--- src/common/spdr_bus_pkg.sv ---
// Bus port types
package spdr_bus_pkg;

    localparam int DATA_W = 32;
    localparam int ADDR_W = 32;

    typedef logic [DATA_W-1:0] word_t;

    // Same word seen whole, as byte lanes or as half lanes
    typedef union packed {
        word_t                       word;
        logic [DATA_W/8-1:0][7:0]    bytes;
        logic [DATA_W/16-1:0][15:0]  halves;
    } lanes_u;

    typedef struct packed {
        logic                wr;
        logic [DATA_W/8-1:0] mask;
        logic [ADDR_W-1:0]   addr;
        word_t               wdata;
    } bus_req_t;

endpackage

--- src/common/spdr_cmd_pkg.sv ---
// Command and sequencer types
package spdr_cmd_pkg;

    localparam logic [7:0] CH_AT    = 8'h40;
    localparam logic [7:0] CH_HASH  = 8'h23;
    localparam logic [7:0] CH_EQ    = 8'h3D;
    localparam logic [7:0] CH_QUERY = 8'h3F;
    localparam logic [7:0] CH_PCT   = 8'h25;
    localparam logic [7:0] CH_SLASH = 8'h2F;
    localparam logic [7:0] CH_BANG  = 8'h21;
    localparam logic [7:0] CH_BS    = 8'h08;
    localparam logic [7:0] CH_CR    = 8'h0D;
    localparam logic [7:0] CH_LF    = 8'h0A;
    localparam logic [7:0] CH_DASH  = 8'h2D;
    localparam logic [7:0] CH_COLON = 8'h3A;

    typedef enum logic [1:0] {
        SIZE_W = 2'd0,
        SIZE_H = 2'd1,
        SIZE_B = 2'd2
    } size_mode_t;

    // One received character as seen by the sequencer
    typedef struct packed {
        logic [7:0]          byte_val;
        logic                is_num;
        logic                is_bs;
        spdr_bus_pkg::word_t number;
    } rx_char_t;

    typedef enum logic [1:0] {
        TX_LITERAL = 2'd0,
        TX_CAPTURE = 2'd1
    } tx_sel_t;

    typedef enum logic [4:0] {
        ST_IDLE,
        ST_ADDR,
        ST_SIZE,
        ST_WDATA,
        ST_GPO,
        ST_BUS_START,
        ST_BUS_WAIT,
        ST_GPI,
        ST_SEND_CAP,
        ST_SHOW_SIZE,
        ST_SHOW_DASH,
        ST_ERR_COLON,
        ST_ERR_E,
        ST_ERR_R1,
        ST_ERR_R2,
        ST_CR,
        ST_LF
    } state_t;

endpackage

--- src/spdr_ctrl/spdr_ctrl.sv ---
// Command sequencer
module spdr_ctrl #(
    parameter int BUS_TIMEOUT = 256
) (
    input  logic                                clk,
    input  logic                                rst,
    input  logic                                rx_valid,
    input  spdr_cmd_pkg::rx_char_t              rx,
    input  logic                                tx_ready,
    input  logic                                bus_ack,
    input  spdr_bus_pkg::word_t                 rdata_aligned,
    input  logic [spdr_bus_pkg::DATA_W/8-1:0]   mask,
    input  spdr_bus_pkg::word_t                 wdata_lanes,
    input  logic [2:0]                          step,
    input  spdr_bus_pkg::word_t                 gpi,
    output logic                                pop,
    output logic                                tx_push,
    output spdr_cmd_pkg::tx_sel_t               tx_sel,
    output logic [7:0]                          tx_literal,
    output logic                                capture_load,
    output spdr_bus_pkg::word_t                 capture_data,
    output logic [3:0]                          tx_digits,
    output spdr_cmd_pkg::size_mode_t            size_mode,
    output logic [1:0]                          addr_low,
    output spdr_bus_pkg::word_t                 wdata,
    output logic                                bus_req,
    output spdr_bus_pkg::bus_req_t              bus_cmd,
    output spdr_bus_pkg::word_t                 gpo,
    output logic                                gpo_strobe,
    output logic                                gpi_strobe
);

    localparam int TMR_W = $clog2(BUS_TIMEOUT + 1);

    spdr_cmd_pkg::state_t               state;
    spdr_cmd_pkg::state_t               next_state;
    logic [spdr_bus_pkg::ADDR_W-1:0]    addr;
    logic [TMR_W-1:0]                   timer;
    logic                               timeout;
    logic                               acc_wr;
    logic                               upd_addr;
    logic                               upd_size;
    logic                               upd_wdata;
    logic                               upd_gpo;
    logic                               cap_gpi;
    logic                               bus_start;
    logic                               bus_done;

    assign timeout = (timer == TMR_W'(BUS_TIMEOUT - 1));
    assign addr_low = addr[1:0];

    // Capture source follows the state that loads it
    always_comb
    begin
        tx_digits = 4'd8;
        if (state == spdr_cmd_pkg::ST_BUS_WAIT)
        begin
            capture_data = rdata_aligned;
            if (size_mode == spdr_cmd_pkg::SIZE_B)
                tx_digits = 4'd2;
            else if (size_mode == spdr_cmd_pkg::SIZE_H)
                tx_digits = 4'd4;
        end
        else if (state == spdr_cmd_pkg::ST_GPI)
            capture_data = gpi;
        else
            capture_data = addr;
    end

    always_comb
    begin
        next_state = state;
        pop = 1'b0;
        tx_push = 1'b0;
        tx_sel = spdr_cmd_pkg::TX_LITERAL;
        tx_literal = rx.byte_val;
        capture_load = 1'b0;
        upd_addr = 1'b0;
        upd_size = 1'b0;
        upd_wdata = 1'b0;
        upd_gpo = 1'b0;
        cap_gpi = 1'b0;
        bus_start = 1'b0;
        bus_done = 1'b0;

        case (state)
        spdr_cmd_pkg::ST_IDLE:
            if (rx_valid && tx_ready)
            begin
                pop = 1'b1;
                tx_push = 1'b1;
                case (rx.byte_val)
                spdr_cmd_pkg::CH_AT:    next_state = spdr_cmd_pkg::ST_ADDR;
                spdr_cmd_pkg::CH_HASH:  next_state = spdr_cmd_pkg::ST_SIZE;
                spdr_cmd_pkg::CH_EQ:    next_state = spdr_cmd_pkg::ST_WDATA;
                spdr_cmd_pkg::CH_QUERY: next_state = spdr_cmd_pkg::ST_BUS_START;
                spdr_cmd_pkg::CH_PCT:   next_state = spdr_cmd_pkg::ST_GPO;
                spdr_cmd_pkg::CH_SLASH: next_state = spdr_cmd_pkg::ST_GPI;
                spdr_cmd_pkg::CH_BANG:  next_state = spdr_cmd_pkg::ST_SHOW_SIZE;
                default:                tx_push = 1'b0;
                endcase
            end

        // Hex argument ended by any other character
        spdr_cmd_pkg::ST_ADDR, spdr_cmd_pkg::ST_WDATA, spdr_cmd_pkg::ST_GPO:
            if (rx_valid && tx_ready)
            begin
                pop = 1'b1;
                if (rx.is_num)
                    tx_push = 1'b1;
                else if (rx.is_bs)
                    next_state = spdr_cmd_pkg::ST_CR;
                else
                begin
                    upd_addr = (state == spdr_cmd_pkg::ST_ADDR);
                    upd_wdata = (state == spdr_cmd_pkg::ST_WDATA);
                    upd_gpo = (state == spdr_cmd_pkg::ST_GPO);
                    next_state = (state == spdr_cmd_pkg::ST_WDATA) ?
                                 spdr_cmd_pkg::ST_BUS_START : spdr_cmd_pkg::ST_CR;
                end
            end

        spdr_cmd_pkg::ST_SIZE:
            if (rx_valid && tx_ready)
            begin
                pop = 1'b1;
                tx_push = !rx.is_bs;
                upd_size = !rx.is_bs;
                next_state = spdr_cmd_pkg::ST_CR;
            end

        // Previous ack must be gone before a new request
        spdr_cmd_pkg::ST_BUS_START:
            if (!bus_ack)
            begin
                bus_start = 1'b1;
                next_state = spdr_cmd_pkg::ST_BUS_WAIT;
            end

        spdr_cmd_pkg::ST_BUS_WAIT:
            if (bus_ack)
            begin
                bus_done = 1'b1;
                capture_load = !acc_wr;
                next_state = acc_wr ? spdr_cmd_pkg::ST_CR : spdr_cmd_pkg::ST_SEND_CAP;
            end
            else if (timeout)
                next_state = spdr_cmd_pkg::ST_ERR_COLON;

        spdr_cmd_pkg::ST_GPI:
        begin
            capture_load = 1'b1;
            cap_gpi = 1'b1;
            next_state = spdr_cmd_pkg::ST_SEND_CAP;
        end

        spdr_cmd_pkg::ST_SEND_CAP:
            if (tx_ready)
            begin
                tx_push = 1'b1;
                tx_sel = spdr_cmd_pkg::TX_CAPTURE;
                next_state = spdr_cmd_pkg::ST_CR;
            end

        spdr_cmd_pkg::ST_SHOW_SIZE:
            if (tx_ready)
            begin
                tx_push = 1'b1;
                tx_literal = (size_mode == spdr_cmd_pkg::SIZE_B) ? "b" :
                             (size_mode == spdr_cmd_pkg::SIZE_H) ? "h" : "w";
                next_state = spdr_cmd_pkg::ST_SHOW_DASH;
            end

        spdr_cmd_pkg::ST_SHOW_DASH:
            if (tx_ready)
            begin
                tx_push = 1'b1;
                tx_literal = spdr_cmd_pkg::CH_DASH;
                capture_load = 1'b1;
                next_state = spdr_cmd_pkg::ST_SEND_CAP;
            end

        // Fixed text sent one character per handshake
        spdr_cmd_pkg::ST_ERR_COLON, spdr_cmd_pkg::ST_ERR_E, spdr_cmd_pkg::ST_ERR_R1,
        spdr_cmd_pkg::ST_ERR_R2, spdr_cmd_pkg::ST_CR, spdr_cmd_pkg::ST_LF:
            if (tx_ready)
            begin
                tx_push = 1'b1;
                case (state)
                spdr_cmd_pkg::ST_ERR_COLON: tx_literal = spdr_cmd_pkg::CH_COLON;
                spdr_cmd_pkg::ST_ERR_E:     tx_literal = "E";
                spdr_cmd_pkg::ST_CR:        tx_literal = spdr_cmd_pkg::CH_CR;
                spdr_cmd_pkg::ST_LF:        tx_literal = spdr_cmd_pkg::CH_LF;
                default:                    tx_literal = "r";
                endcase
                next_state = (state == spdr_cmd_pkg::ST_LF) ?
                             spdr_cmd_pkg::ST_IDLE : spdr_cmd_pkg::state_t'(state + 5'd1);
            end

        default: next_state = spdr_cmd_pkg::ST_IDLE;
        endcase
    end

    always_ff @(posedge clk or posedge rst)
    begin
        if (rst)
        begin
            state <= spdr_cmd_pkg::ST_IDLE;
            addr <= '0;
            size_mode <= spdr_cmd_pkg::SIZE_W;
            gpo <= '0;
            gpo_strobe <= 1'b0;
            gpi_strobe <= 1'b0;
            acc_wr <= 1'b0;
            bus_req <= 1'b0;
            timer <= '0;
        end
        else
        begin
            state <= next_state;
            gpo_strobe <= upd_gpo;
            gpi_strobe <= cap_gpi;

            if (upd_addr)
                addr <= rx.number;
            else if (bus_done)
                addr <= addr + spdr_bus_pkg::ADDR_W'(step);

            if (upd_size)
                size_mode <= (rx.byte_val == "b") ? spdr_cmd_pkg::SIZE_B :
                             (rx.byte_val == "h") ? spdr_cmd_pkg::SIZE_H : spdr_cmd_pkg::SIZE_W;

            if (upd_gpo)
                gpo <= rx.number;

            if (upd_wdata)
                acc_wr <= 1'b1;
            else if (state == spdr_cmd_pkg::ST_IDLE)
                acc_wr <= 1'b0;

            if (bus_start)
            begin
                bus_req <= 1'b1;
                timer <= '0;
            end
            else if (state == spdr_cmd_pkg::ST_BUS_WAIT)
            begin
                timer <= timer + 1'b1;
                if (bus_ack || timeout)
                    bus_req <= 1'b0;
            end
        end
    end

    always_ff @(posedge clk)
    begin
        if (upd_wdata)
            wdata <= rx.number;
        if (bus_start)
            bus_cmd <= '{wr: acc_wr, mask: mask, addr: addr,
                         wdata: acc_wr ? wdata_lanes : '0};
    end

endmodule

--- src/spdr_hex_rx.sv ---
// Input character decoder
module spdr_hex_rx (
    input  logic                    clk,
    input  logic                    rst,
    input  logic                    in_req,
    input  logic [7:0]              in_char,
    input  logic                    pop,
    output logic                    in_ack,
    output logic                    rx_valid,
    output spdr_cmd_pkg::rx_char_t  rx
);

    logic [3:0]          digit;
    logic                is_num;
    spdr_bus_pkg::word_t arg;

    // Hex digit in either case
    always_comb
    begin
        digit = 4'd0;
        is_num = 1'b1;
        if (in_char >= "0" && in_char <= "9")
            digit = in_char[3:0];
        else if ((in_char >= "A" && in_char <= "F") || (in_char >= "a" && in_char <= "f"))
            digit = in_char[3:0] + 4'd9;
        else
            is_num = 1'b0;
    end

    assign rx_valid = in_req && !in_ack;

    assign rx.byte_val = in_char;
    assign rx.is_num = is_num;
    assign rx.is_bs = (in_char == spdr_cmd_pkg::CH_BS);
    assign rx.number = arg;

    // Ack holds until the sender drops req
    always_ff @(posedge clk or posedge rst)
    begin
        if (rst)
            in_ack <= 1'b0;
        else if (pop)
            in_ack <= 1'b1;
        else if (!in_req)
            in_ack <= 1'b0;
    end

    // Leading digits beyond eight fall off the top
    always_ff @(posedge clk)
    begin
        if (pop)
            arg <= is_num ? {arg[spdr_bus_pkg::DATA_W-5:0], digit} : '0;
    end

endmodule

--- src/spdr_hex_tx.sv ---
// Output character sender
module spdr_hex_tx (
    input  logic                    clk,
    input  logic                    rst,
    input  logic                    tx_push,
    input  spdr_cmd_pkg::tx_sel_t   tx_sel,
    input  logic [7:0]              tx_literal,
    input  logic                    capture_load,
    input  spdr_bus_pkg::word_t     capture_data,
    input  logic [3:0]              tx_digits,
    input  logic                    out_ack,
    output logic                    tx_ready,
    output logic                    out_req,
    output logic [7:0]              out_char
);

    spdr_bus_pkg::word_t cap;
    logic [3:0]          cap_cnt;
    logic [3:0]          left;
    logic                wait_low;
    logic                send_digit;

    function automatic logic [7:0] hex_char(input logic [3:0] nib);
        return (nib < 4'd10) ? (8'h30 + 8'(nib)) : (8'h37 + 8'(nib));
    endfunction

    assign tx_ready = !out_req && !wait_low;

    // First digit of a capture, or the next one once ack has dropped
    assign send_digit = (tx_push && tx_sel == spdr_cmd_pkg::TX_CAPTURE) ||
                        (wait_low && !out_ack && left != 4'd0);

    // Digits kept left aligned so the next one always sits in the top nibble
    always_ff @(posedge clk)
    begin
        if (capture_load)
        begin
            cap <= capture_data << {4'd8 - tx_digits, 2'b00};
            cap_cnt <= tx_digits;
        end
        else if (send_digit)
            cap <= cap << 4;
    end

    always_ff @(posedge clk or posedge rst)
    begin
        if (rst)
        begin
            out_req <= 1'b0;
            out_char <= 8'd0;
            wait_low <= 1'b0;
            left <= 4'd0;
        end
        else if (out_req)
        begin
            if (out_ack)
            begin
                out_req <= 1'b0;
                wait_low <= 1'b1;
            end
        end
        else if (send_digit)
        begin
            out_req <= 1'b1;
            wait_low <= 1'b0;
            out_char <= hex_char(cap[spdr_bus_pkg::DATA_W-1 -: 4]);
            left <= (wait_low ? left : cap_cnt) - 4'd1;
        end
        else if (wait_low)
        begin
            if (!out_ack)
                wait_low <= 1'b0;
        end
        else if (tx_push)
        begin
            out_req <= 1'b1;
            out_char <= tx_literal;
            left <= 4'd0;
        end
    end

endmodule

--- src/spdr_lane_align.sv ---
// Sub-word lane alignment
module spdr_lane_align (
    input  spdr_cmd_pkg::size_mode_t                size_mode,
    input  logic [1:0]                              addr_low,
    input  spdr_bus_pkg::word_t                     wdata,
    input  spdr_bus_pkg::word_t                     rsp_data,
    output logic [spdr_bus_pkg::DATA_W/8-1:0]       mask,
    output spdr_bus_pkg::word_t                     wdata_lanes,
    output spdr_bus_pkg::word_t                     rdata_aligned,
    output logic [2:0]                              step
);

    spdr_bus_pkg::lanes_u wr_lanes;
    spdr_bus_pkg::lanes_u rsp_lanes;

    assign wr_lanes = wdata;
    assign rsp_lanes = rsp_data;

    always_comb
    begin
        case (size_mode)
        spdr_cmd_pkg::SIZE_B:
        begin
            mask = 4'b0001 << addr_low;
            wdata_lanes = {4{wr_lanes.bytes[0]}};
            rdata_aligned = spdr_bus_pkg::word_t'(rsp_lanes.bytes[addr_low]);
            step = 3'd1;
        end
        spdr_cmd_pkg::SIZE_H:
        begin
            mask = addr_low[1] ? 4'b1100 : 4'b0011;
            wdata_lanes = {2{wr_lanes.halves[0]}};
            rdata_aligned = spdr_bus_pkg::word_t'(rsp_lanes.halves[addr_low[1]]);
            step = 3'd2;
        end
        default:
        begin
            mask = 4'b1111;
            wdata_lanes = wr_lanes.word;
            rdata_aligned = rsp_lanes.word;
            step = 3'd4;
        end
        endcase
    end

endmodule

--- src/spdr_top.sv ---
// Serial port bus debugger
module spdr_top #(
    parameter int BUS_TIMEOUT = 256
) (
    input  logic                    clk,
    input  logic                    rst,
    input  logic                    in_req,
    input  logic [7:0]              in_char,
    input  logic                    out_ack,
    input  logic                    bus_ack,
    input  spdr_bus_pkg::word_t     bus_rdata,
    input  spdr_bus_pkg::word_t     gpi,
    output logic                    in_ack,
    output logic                    out_req,
    output logic [7:0]              out_char,
    output logic                    bus_req,
    output spdr_bus_pkg::bus_req_t  bus_cmd,
    output spdr_bus_pkg::word_t     gpo,
    output logic                    gpo_strobe,
    output logic                    gpi_strobe
);

    logic                               pop;
    logic                               rx_valid;
    spdr_cmd_pkg::rx_char_t             rx;
    logic                               tx_ready;
    logic                               tx_push;
    spdr_cmd_pkg::tx_sel_t              tx_sel;
    logic [7:0]                         tx_literal;
    logic                               capture_load;
    spdr_bus_pkg::word_t                capture_data;
    logic [3:0]                         tx_digits;
    spdr_cmd_pkg::size_mode_t           size_mode;
    logic [1:0]                         addr_low;
    spdr_bus_pkg::word_t                wdata;
    logic [spdr_bus_pkg::DATA_W/8-1:0]  mask;
    spdr_bus_pkg::word_t                wdata_lanes;
    spdr_bus_pkg::word_t                rdata_aligned;
    logic [2:0]                         step;

    spdr_hex_rx u_hex_rx (.*);

    spdr_ctrl #(
        .BUS_TIMEOUT(BUS_TIMEOUT)
    ) u_ctrl (.*);

    spdr_lane_align u_lane_align (
        .rsp_data(bus_rdata),
        .*
    );

    spdr_hex_tx u_hex_tx (.*);

endmodule

--- config.mk ---
export PLATFORM = sky130hd
export DESIGN_NAME = spdr_top
export DESIGN_NICKNAME = d
export VERILOG_FILES = /design/src/common/spdr_bus_pkg.sv /design/src/common/spdr_cmd_pkg.sv /design/src/spdr_ctrl/spdr_ctrl.sv /design/src/spdr_hex_rx.sv /design/src/spdr_hex_tx.sv /design/src/spdr_lane_align.sv /design/src/spdr_top.sv
export SDC_FILE = /design/constraint.sdc
export NUM_CORES = 1
export LEC_CHECK = 0
export ABC_AREA = 1
export BUFFER_PORTS_ARGS = -buffer_cell sky130_fd_sc_hd__buf_2
export CORE_UTILIZATION = 45
export CTS_CLUSTER_SIZE = 14
export DETAILED_ROUTE_END_ITERATION = 6
export PLACE_DENSITY_LB_ADDON = 0.15
export SYNTH_ARGS = -nofsm -noshare
export SYNTH_HDL_FRONTEND = slang
export SYNTH_SLANG_ARGS = --single-unit
export TNS_END_PERCENT = 50
--- constraint.sdc ---
create_clock -name clk -period 6.15 [get_ports clk]
set_clock_uncertainty 0.2 [all_clocks]
set_input_delay 0.3075 -clock clk [delete_from_list [all_inputs] [get_ports clk]]
set_output_delay 0.3075 -clock clk [all_outputs]
set_load 0.01 [all_outputs]
After elaboration in Yosys (flattened, before gate mapping)
Index checks and enable logic that the tools add are counted.
Widths: inputs -> output; s select.
- register bits: 268
- latch bits: 0
- bits in writable memories: 0
- memory bits (read-only): 0
- output and inout port bits: 114
- logic and storage cells: 226
- memories: 0
- add/subtract/negate cells: 8
- multiply operators: 0
- divide/modulo/power cells: 0
- $lt $le $gt $ge: 9
- equality and inequality tests: 44
- shifts and indexed selects: 2
- multiplexer cells: 106
- bitwise operators: 1
- reductions and logical operators: 34
- operators by type and width (operator ; count):
    $mux 32 ; 6
    $pmux 32 s2 ; 2
    $mux 8 ; 9
    $mux 5 ; 14
    $pmux 5 s10 ; 1
    $eq 8x6->1 const B ; 6
    $mux 1 ; 48
    $mux 4 ; 11
    $eq 5x4->1 const B ; 8
    $pmux 5 s7 ; 1
    $add 32x3->32 ; 1
    $mux 16 ; 2
    $shl 32x6->32 ; 1
    $pmux 7 s4 ; 1
    $eq 8x7->1 const B ; 3
    $pmux 8 s3 ; 1
    $eq 5x3->1 const B ; 4
    $mux 9 ; 2
    $bmux 8 s2 ; 1
    $ge 8x7->1 const B ; 2
    $le 8x7->1 const B ; 2
    $ne 2x1->1 const B ; 8
    $add 6x4->7 const A ; 2
    $reduce_bool 2->1 ; 6
    41 further kinds ; 62

Depth between registers and ports, before layout
- word-level depth: 12
- mapped depth: 16
- mapped depth without buffers: 15

Hierarchy
Synthesis repeated with hierarchy kept, for this count alone.
- cell total of the unflattened synthesis: 2029
- area, all modules: 15855.2 um^2
- by module, submodules not included (module ; times used ; cells each ; area each (um^2)):
    spdr_ctrl ; 1 ; 1134 ; 9475.3
    spdr_hex_tx ; 1 ; 501 ; 3462.1
    spdr_hex_rx ; 1 ; 145 ; 1766.7
    spdr_lane_align ; 1 ; 249 ; 1151.1

Worst setup path before layout
Ideal clock, no wire load.
- kind: register to register
- start point: register u_ctrl.state[1]
- end point: register u_ctrl.timer[4]
- setup time: 0.126 ns
- data arrival time: 4.543 ns
- data required time: 5.824 ns
- path slack: 1.281 ns
- stages on the path, launching flop included: 10
- buffers on the path: 0
- period minus slack after synthesis: 4.869 ns
- path through: dfrtp_1 > inv_1 > ha_1 > inv_1 > nor2_1 > nand2_1 > nor2_1 > inv_1 > o21ai_0 > a21oi_1
- cells in the longest elaborated chain, start to end: 3
- elaborated cells between the ends (all ways): 5
- classes of those cells: eq/ne (2); mux (2); reduce/logical (1)
- ends and longest elaborated chain (item ; RTL line ; source):
    start: declaration ; spdr_ctrl.sv:35 ; spdr_cmd_pkg::state_t state;
    start signal: assignment ; spdr_ctrl.sv:208 ; state <= spdr_cmd_pkg::ST_IDLE;
    start signal: assignment ; spdr_ctrl.sv:220 ; state <= next_state;
    $eq 5x3->1 (*) ; spdr_ctrl.sv:86 ; case (state)
    $mux 1 (*) ; spdr_ctrl.sv:86 ;
    net u_ctrl.bus_start ; spdr_ctrl.sv:46 ; logic bus_start;
    $mux 9 / $reduce_bool 2->1 (equally long branches) ; - ;
    end signal: assignment ; spdr_ctrl.sv:248 ; timer <= timer + 1'b1;
    end: declaration ; spdr_ctrl.sv:38 ; logic [TMR_W-1:0] timer;
Mark *: on every way through the listed nets, which the timed path passes. The rest lies on a longest branch.
A chain may end at the register's enable or synchronous reset.

Final worst setup path
- start point: register u_ctrl.state[2]
- end point: register u_hex_tx.cap[11] (data pin)
- cells in the longest elaborated chain, start to end: 5
- elaborated cells between the ends (all ways): 10
- classes of those cells: add/sub (1); eq/ne (3); shift (1); mux (5)
- ends and longest elaborated chain (item ; RTL line ; source):
    $eq 5x3->1 (on tied branches) ; spdr_ctrl.sv:56, spdr_ctrl.sv:86, spdr_ctrl.sv:64 ;
    $mux 4 / $mux 32 (equally long branches) ; spdr_ctrl.sv:56, spdr_ctrl.sv:64 ;
    $sub 4x4->4 / $mux 32 (equally long branches) ; spdr_hex_tx.sv:38, spdr_ctrl.sv:56 ;
    $shl 32x6->32 ; spdr_hex_tx.sv:38 ; cap <= capture_data << {4'd8 - tx_digits, 2'b00};
    $mux 32 (*) ; spdr_hex_tx.sv:36 ; if (capture_load)
    end signal: assignment ; spdr_hex_tx.sv:38 ;
    end signal: assignment ; spdr_hex_tx.sv:42 ; cap <= cap << 4;
    end: declaration ; spdr_hex_tx.sv:17 ; spdr_bus_pkg::word_t cap;
Every way passes the cells marked *; elsewhere a longest branch is shown, timed or not.

==> metrics.md <==
| Metric | Value |
|---|---|
| Outcome | `completed` |
| Power per cell area | `501 nW/um^2` |
| Worst slew pin tran | `1.05 ns` |
| Antenna Nets Post-Route | `0` |
| Setup CP Type | `flop to flop` |
| I/O pin count | `191` |
| Synth warn | `0` |
| Max clock buf depth | `3` |
| Final Routed Wirelength | `47.1 mm` |
| Vias | `12.7k` |
| Vias in the first global route | `11.7k` |
| Wirelength per Cell | `20.6 um` |
| Die Y | `179 um` |
| Maximum vdd ir drop | `0.000347 V` |
| Register area share after synthesis | `53.1%` |
| GPL Wtd Cong | `0.997` |
| Leakage | `7.49 nW` |
| CORE AREA | `30700 um^2` |
| H-Tree Depth | `1` |
| First-pass GRT wire length | `70.4 mm` |
| Number of synthesized flops with an enable pin | `168` |
| Total GRT Usage | `29.5%` |
| Synth cell types | `44` |
| DR DRC count | `0` |
| Worst Hold Class | `input port to flop` |
| Fillers | `2956` |
| Commonest non-fill, non-tap cell in the layout | `nand2_1` |
| CP Data Arrival Time | `4.17 ns` |
| First drt pass iteration count | `7` |
| Row count | `64` |
| RSZ-0062 raised after global routing | `no` |
| MaxCap Viol Count | `0` |
| CTS Buf Count | `29` |
| Nature of the critical path endpoint | `flop` |
| Final core occ | `53.5%` |
| Worst Path Required | `6.37 ns` |
| N_diodes | `0` |
| Die Wd | `179 um` |
| DP Wirelength | `35.3 mm` |
| Worst Setup Start Kind | `flop` |
| Final Hold Violating Endpoints | `0` |
| Crit-path max FO | `21` |
| Fin nets | `1969` |
| Max Slew Vio Count | `0` |
| Post-CTS Setup Bufs | `0` |
| Crit path time final | `3.95 ns` |
| Worst-Skew Late Latency | `0.57 ns` |
| Clk slew on worst S/H paths | `0.07 ns` |
| Vias per cell | `5.54` |
| Initial Util | `46.0%` |
| FMAX | `253 MHz` |
| Synth Register Bits | `267` |
| Most frequent cells in the layout | `nand2_1, buf_2, inv_1` |
| Share of cells above drive strength 1 | `15.0%` |
| Root buffer cell | `clkbuf_16` |
| CTS tree | `done` |
| Syn nets | `1788` |
| Setup_tns | `0 ns` |
| Initial antenna violation count | `0` |
| GRT overflow | `0` |
| Syn_area_per_cell | `8.39 um^2` |
| Port bufs | `190` |
| Synth Instances | `1688` |
| Slew margin rel. | `29.7%` |
| Tcrit/Tclk final | `64.2%` |
| Iter 0 DRT Violations | `1433` |
| Die area | `32200 um^2` |
| Layout area overhead | `16.3%` |
| Share of synthesized registers carrying an async set or reset | `37.1%` |
| Synth Cell Area | `14200 um^2` |
| Most used DFF post-synth | `edfxtp_1` |
| Clock sink total | `267` |
| Final setup violation count | `0` |
| Pin count of the biggest net entering global routing | `70` |
-- worst paths after layout --
path | from | end | slack (ns) | cells past startpoint
max in group asynchronous | rst | u_hex_tx.out_req$_DFF_PP0_ | 4.39 | 4
worst min-delay path | in_char[6] | u_hex_tx.out_char[6]$_DFFE_PP0P_ | 0.03 | 7
worst max-delay path | u_ctrl.state[2]$_DFFE_PP0P_ | u_hex_tx.cap[11]$_DFFE_PP_ | 2.20 | 11
worst min register to register | u_hex_rx.arg[0]$_SDFFCE_PP0P_ | u_ctrl.wdata[0]$_DFFE_PP_ | 0.25 | 0
min in group asynchronous | rst | u_ctrl.gpo[31]$_DFFE_PP0P_ | 0.07 | 3
worst max register to register | u_ctrl.state[2]$_DFFE_PP0P_ | u_hex_tx.cap[11]$_DFFE_PP_ | 2.20 | 11
-- power by group --
group          leakage [nW]  internal [W]  total [W]  switching (W)
logic                  4.19       0.00104    0.00337        0.00233
registers              2.83       0.00259    0.00313       0.000546
clock network         0.471      0.000989    0.00174       0.000748
total                  7.49       0.00462    0.00824        0.00363
-- layer usage --
layer / vias up / part of all wire [%] / global-route usage (%)
li1: 5975 / - / -
met4: 0 / 2.7 / 8.23
met5: - / 0 / 0
met1: 6002 / 45 / 44.1
met3: 88 / 9.2 / 4.51
met2: 607 / 43 / 44.2
-- flip-flops by register name, indices dropped and copies added (netlist names) --
name	cells
u_hex_rx.in_ack	1
u_ctrl.bus_cmd	69
u_hex_rx.arg	32
u_ctrl.addr	32
u_hex_tx.cap_cnt	3
u_hex_tx.cap	32
u_ctrl.gpi_strobe	1
u_ctrl.acc_wr	1
u_ctrl.gpo	32
u_hex_tx.out_req	1
u_ctrl.size_mode	2
u_hex_tx.left	4
u_ctrl.bus_req	1
u_ctrl.gpo_strobe	1
u_ctrl.wdata	32
u_ctrl.state	5
u_ctrl.timer	9
u_hex_tx.wait_low	1
u_hex_tx.out_char	8
-- critical path, cell delays in order, from the launching register on --
cell	delay (ns)
dfrtp_1	0.53
inv_1	0.12
nor2_1	0.22
nand2_1	0.45
nor2_2	0.26
inv_2	0.18
ha_1	0.25
xnor2_1	0.14
nand2_1	0.15
nor2_2	0.74
inv_1	0.29
o21ai_0	0.25
-- cells by family after synthesis --
group           after synthesis  share of synthesized area [%]
flops                       267                           53.1
simple gates                879                           26.2
buf+inv                     252                           7.12
fa+ha+maj                    23                           2.09
xor+xnor                     29                           1.79
compound gates              238                           9.65
-- final cells by class --
class	instances	area, um^2	share of cell area (%)
sequential	267	7520	45.7
multi-input combinational	1169	5630	34.2
timing repair buffer	216	1170	7.09
clock buffer	41	832	5.06
inverter	186	701	4.26
tap	396	495	3.01
clock inverter	12	106	0.646
-- cells in the mapped netlist (2+ instances only) --
cell,n,area [um^2]
nand2_1,484,1820
inv_1,177,664
edfxtp_1,168,5040
nand3_1,161,806
nor2_1,151,567
o21ai_0,105,526
dfrtp_1,99,2480
a21oi_1,59,295
o211ai_1,36,270
buf_2,34,170
nor3_1,30,150
nand4_1,27,169
xor2_1,26,228
clkbuf_1,24,90.1
ha_1,22,275
a31oi_1,12,75.1
inv_2,7,26.3
a22oi_1,6,45.0
nor2_2,6,37.5
buf_1,4,15.0
nand3_2,4,40.0
nor2_4,4,45.0
or2_2,4,25.0
a22o_1,3,26.3
buf_4,3,22.5
o21ai_1,3,15.0
o21bai_1,3,22.5
xnor2_1,3,26.3
a211oi_1,2,15.0
clkinv_1,2,7.51
nand2_2,2,12.5
nand3b_1,2,15.0
nor3b_1,2,15.0
o21a_1,2,15.0
o22ai_1,2,12.5
-- what timing repair did --
action	4_1_cts	5_1_grt
endpoints found under the setup margin	0	0
gates resized for setup	0	0
hold buffers	8	0
endpoints found under the hold margin	38	0
-- through the flow --
stage | instance area (um^2) | instances | power [W] | hold slack, ns | setup WS (ns)
final | 16500 | 2287 | 0.00824 | 0.0262 | 2.20
after global routing | 16500 | 2287 | 0.00878 | 0.0783 | 1.85
after CTS | 16500 | 2287 | 0.00822 | 0.0197 | 2.25
after detailed placement | 15400 | 2226 | 0.00647 | 0.123 | 2.31
after global placement | 15400 | 2226 | 0.00648 | 0.126 | 2.34
after floorplan | 14200 | 1688 | 0.00523 | 0.223 | 1.28
(Power assumes the default switching activity.)
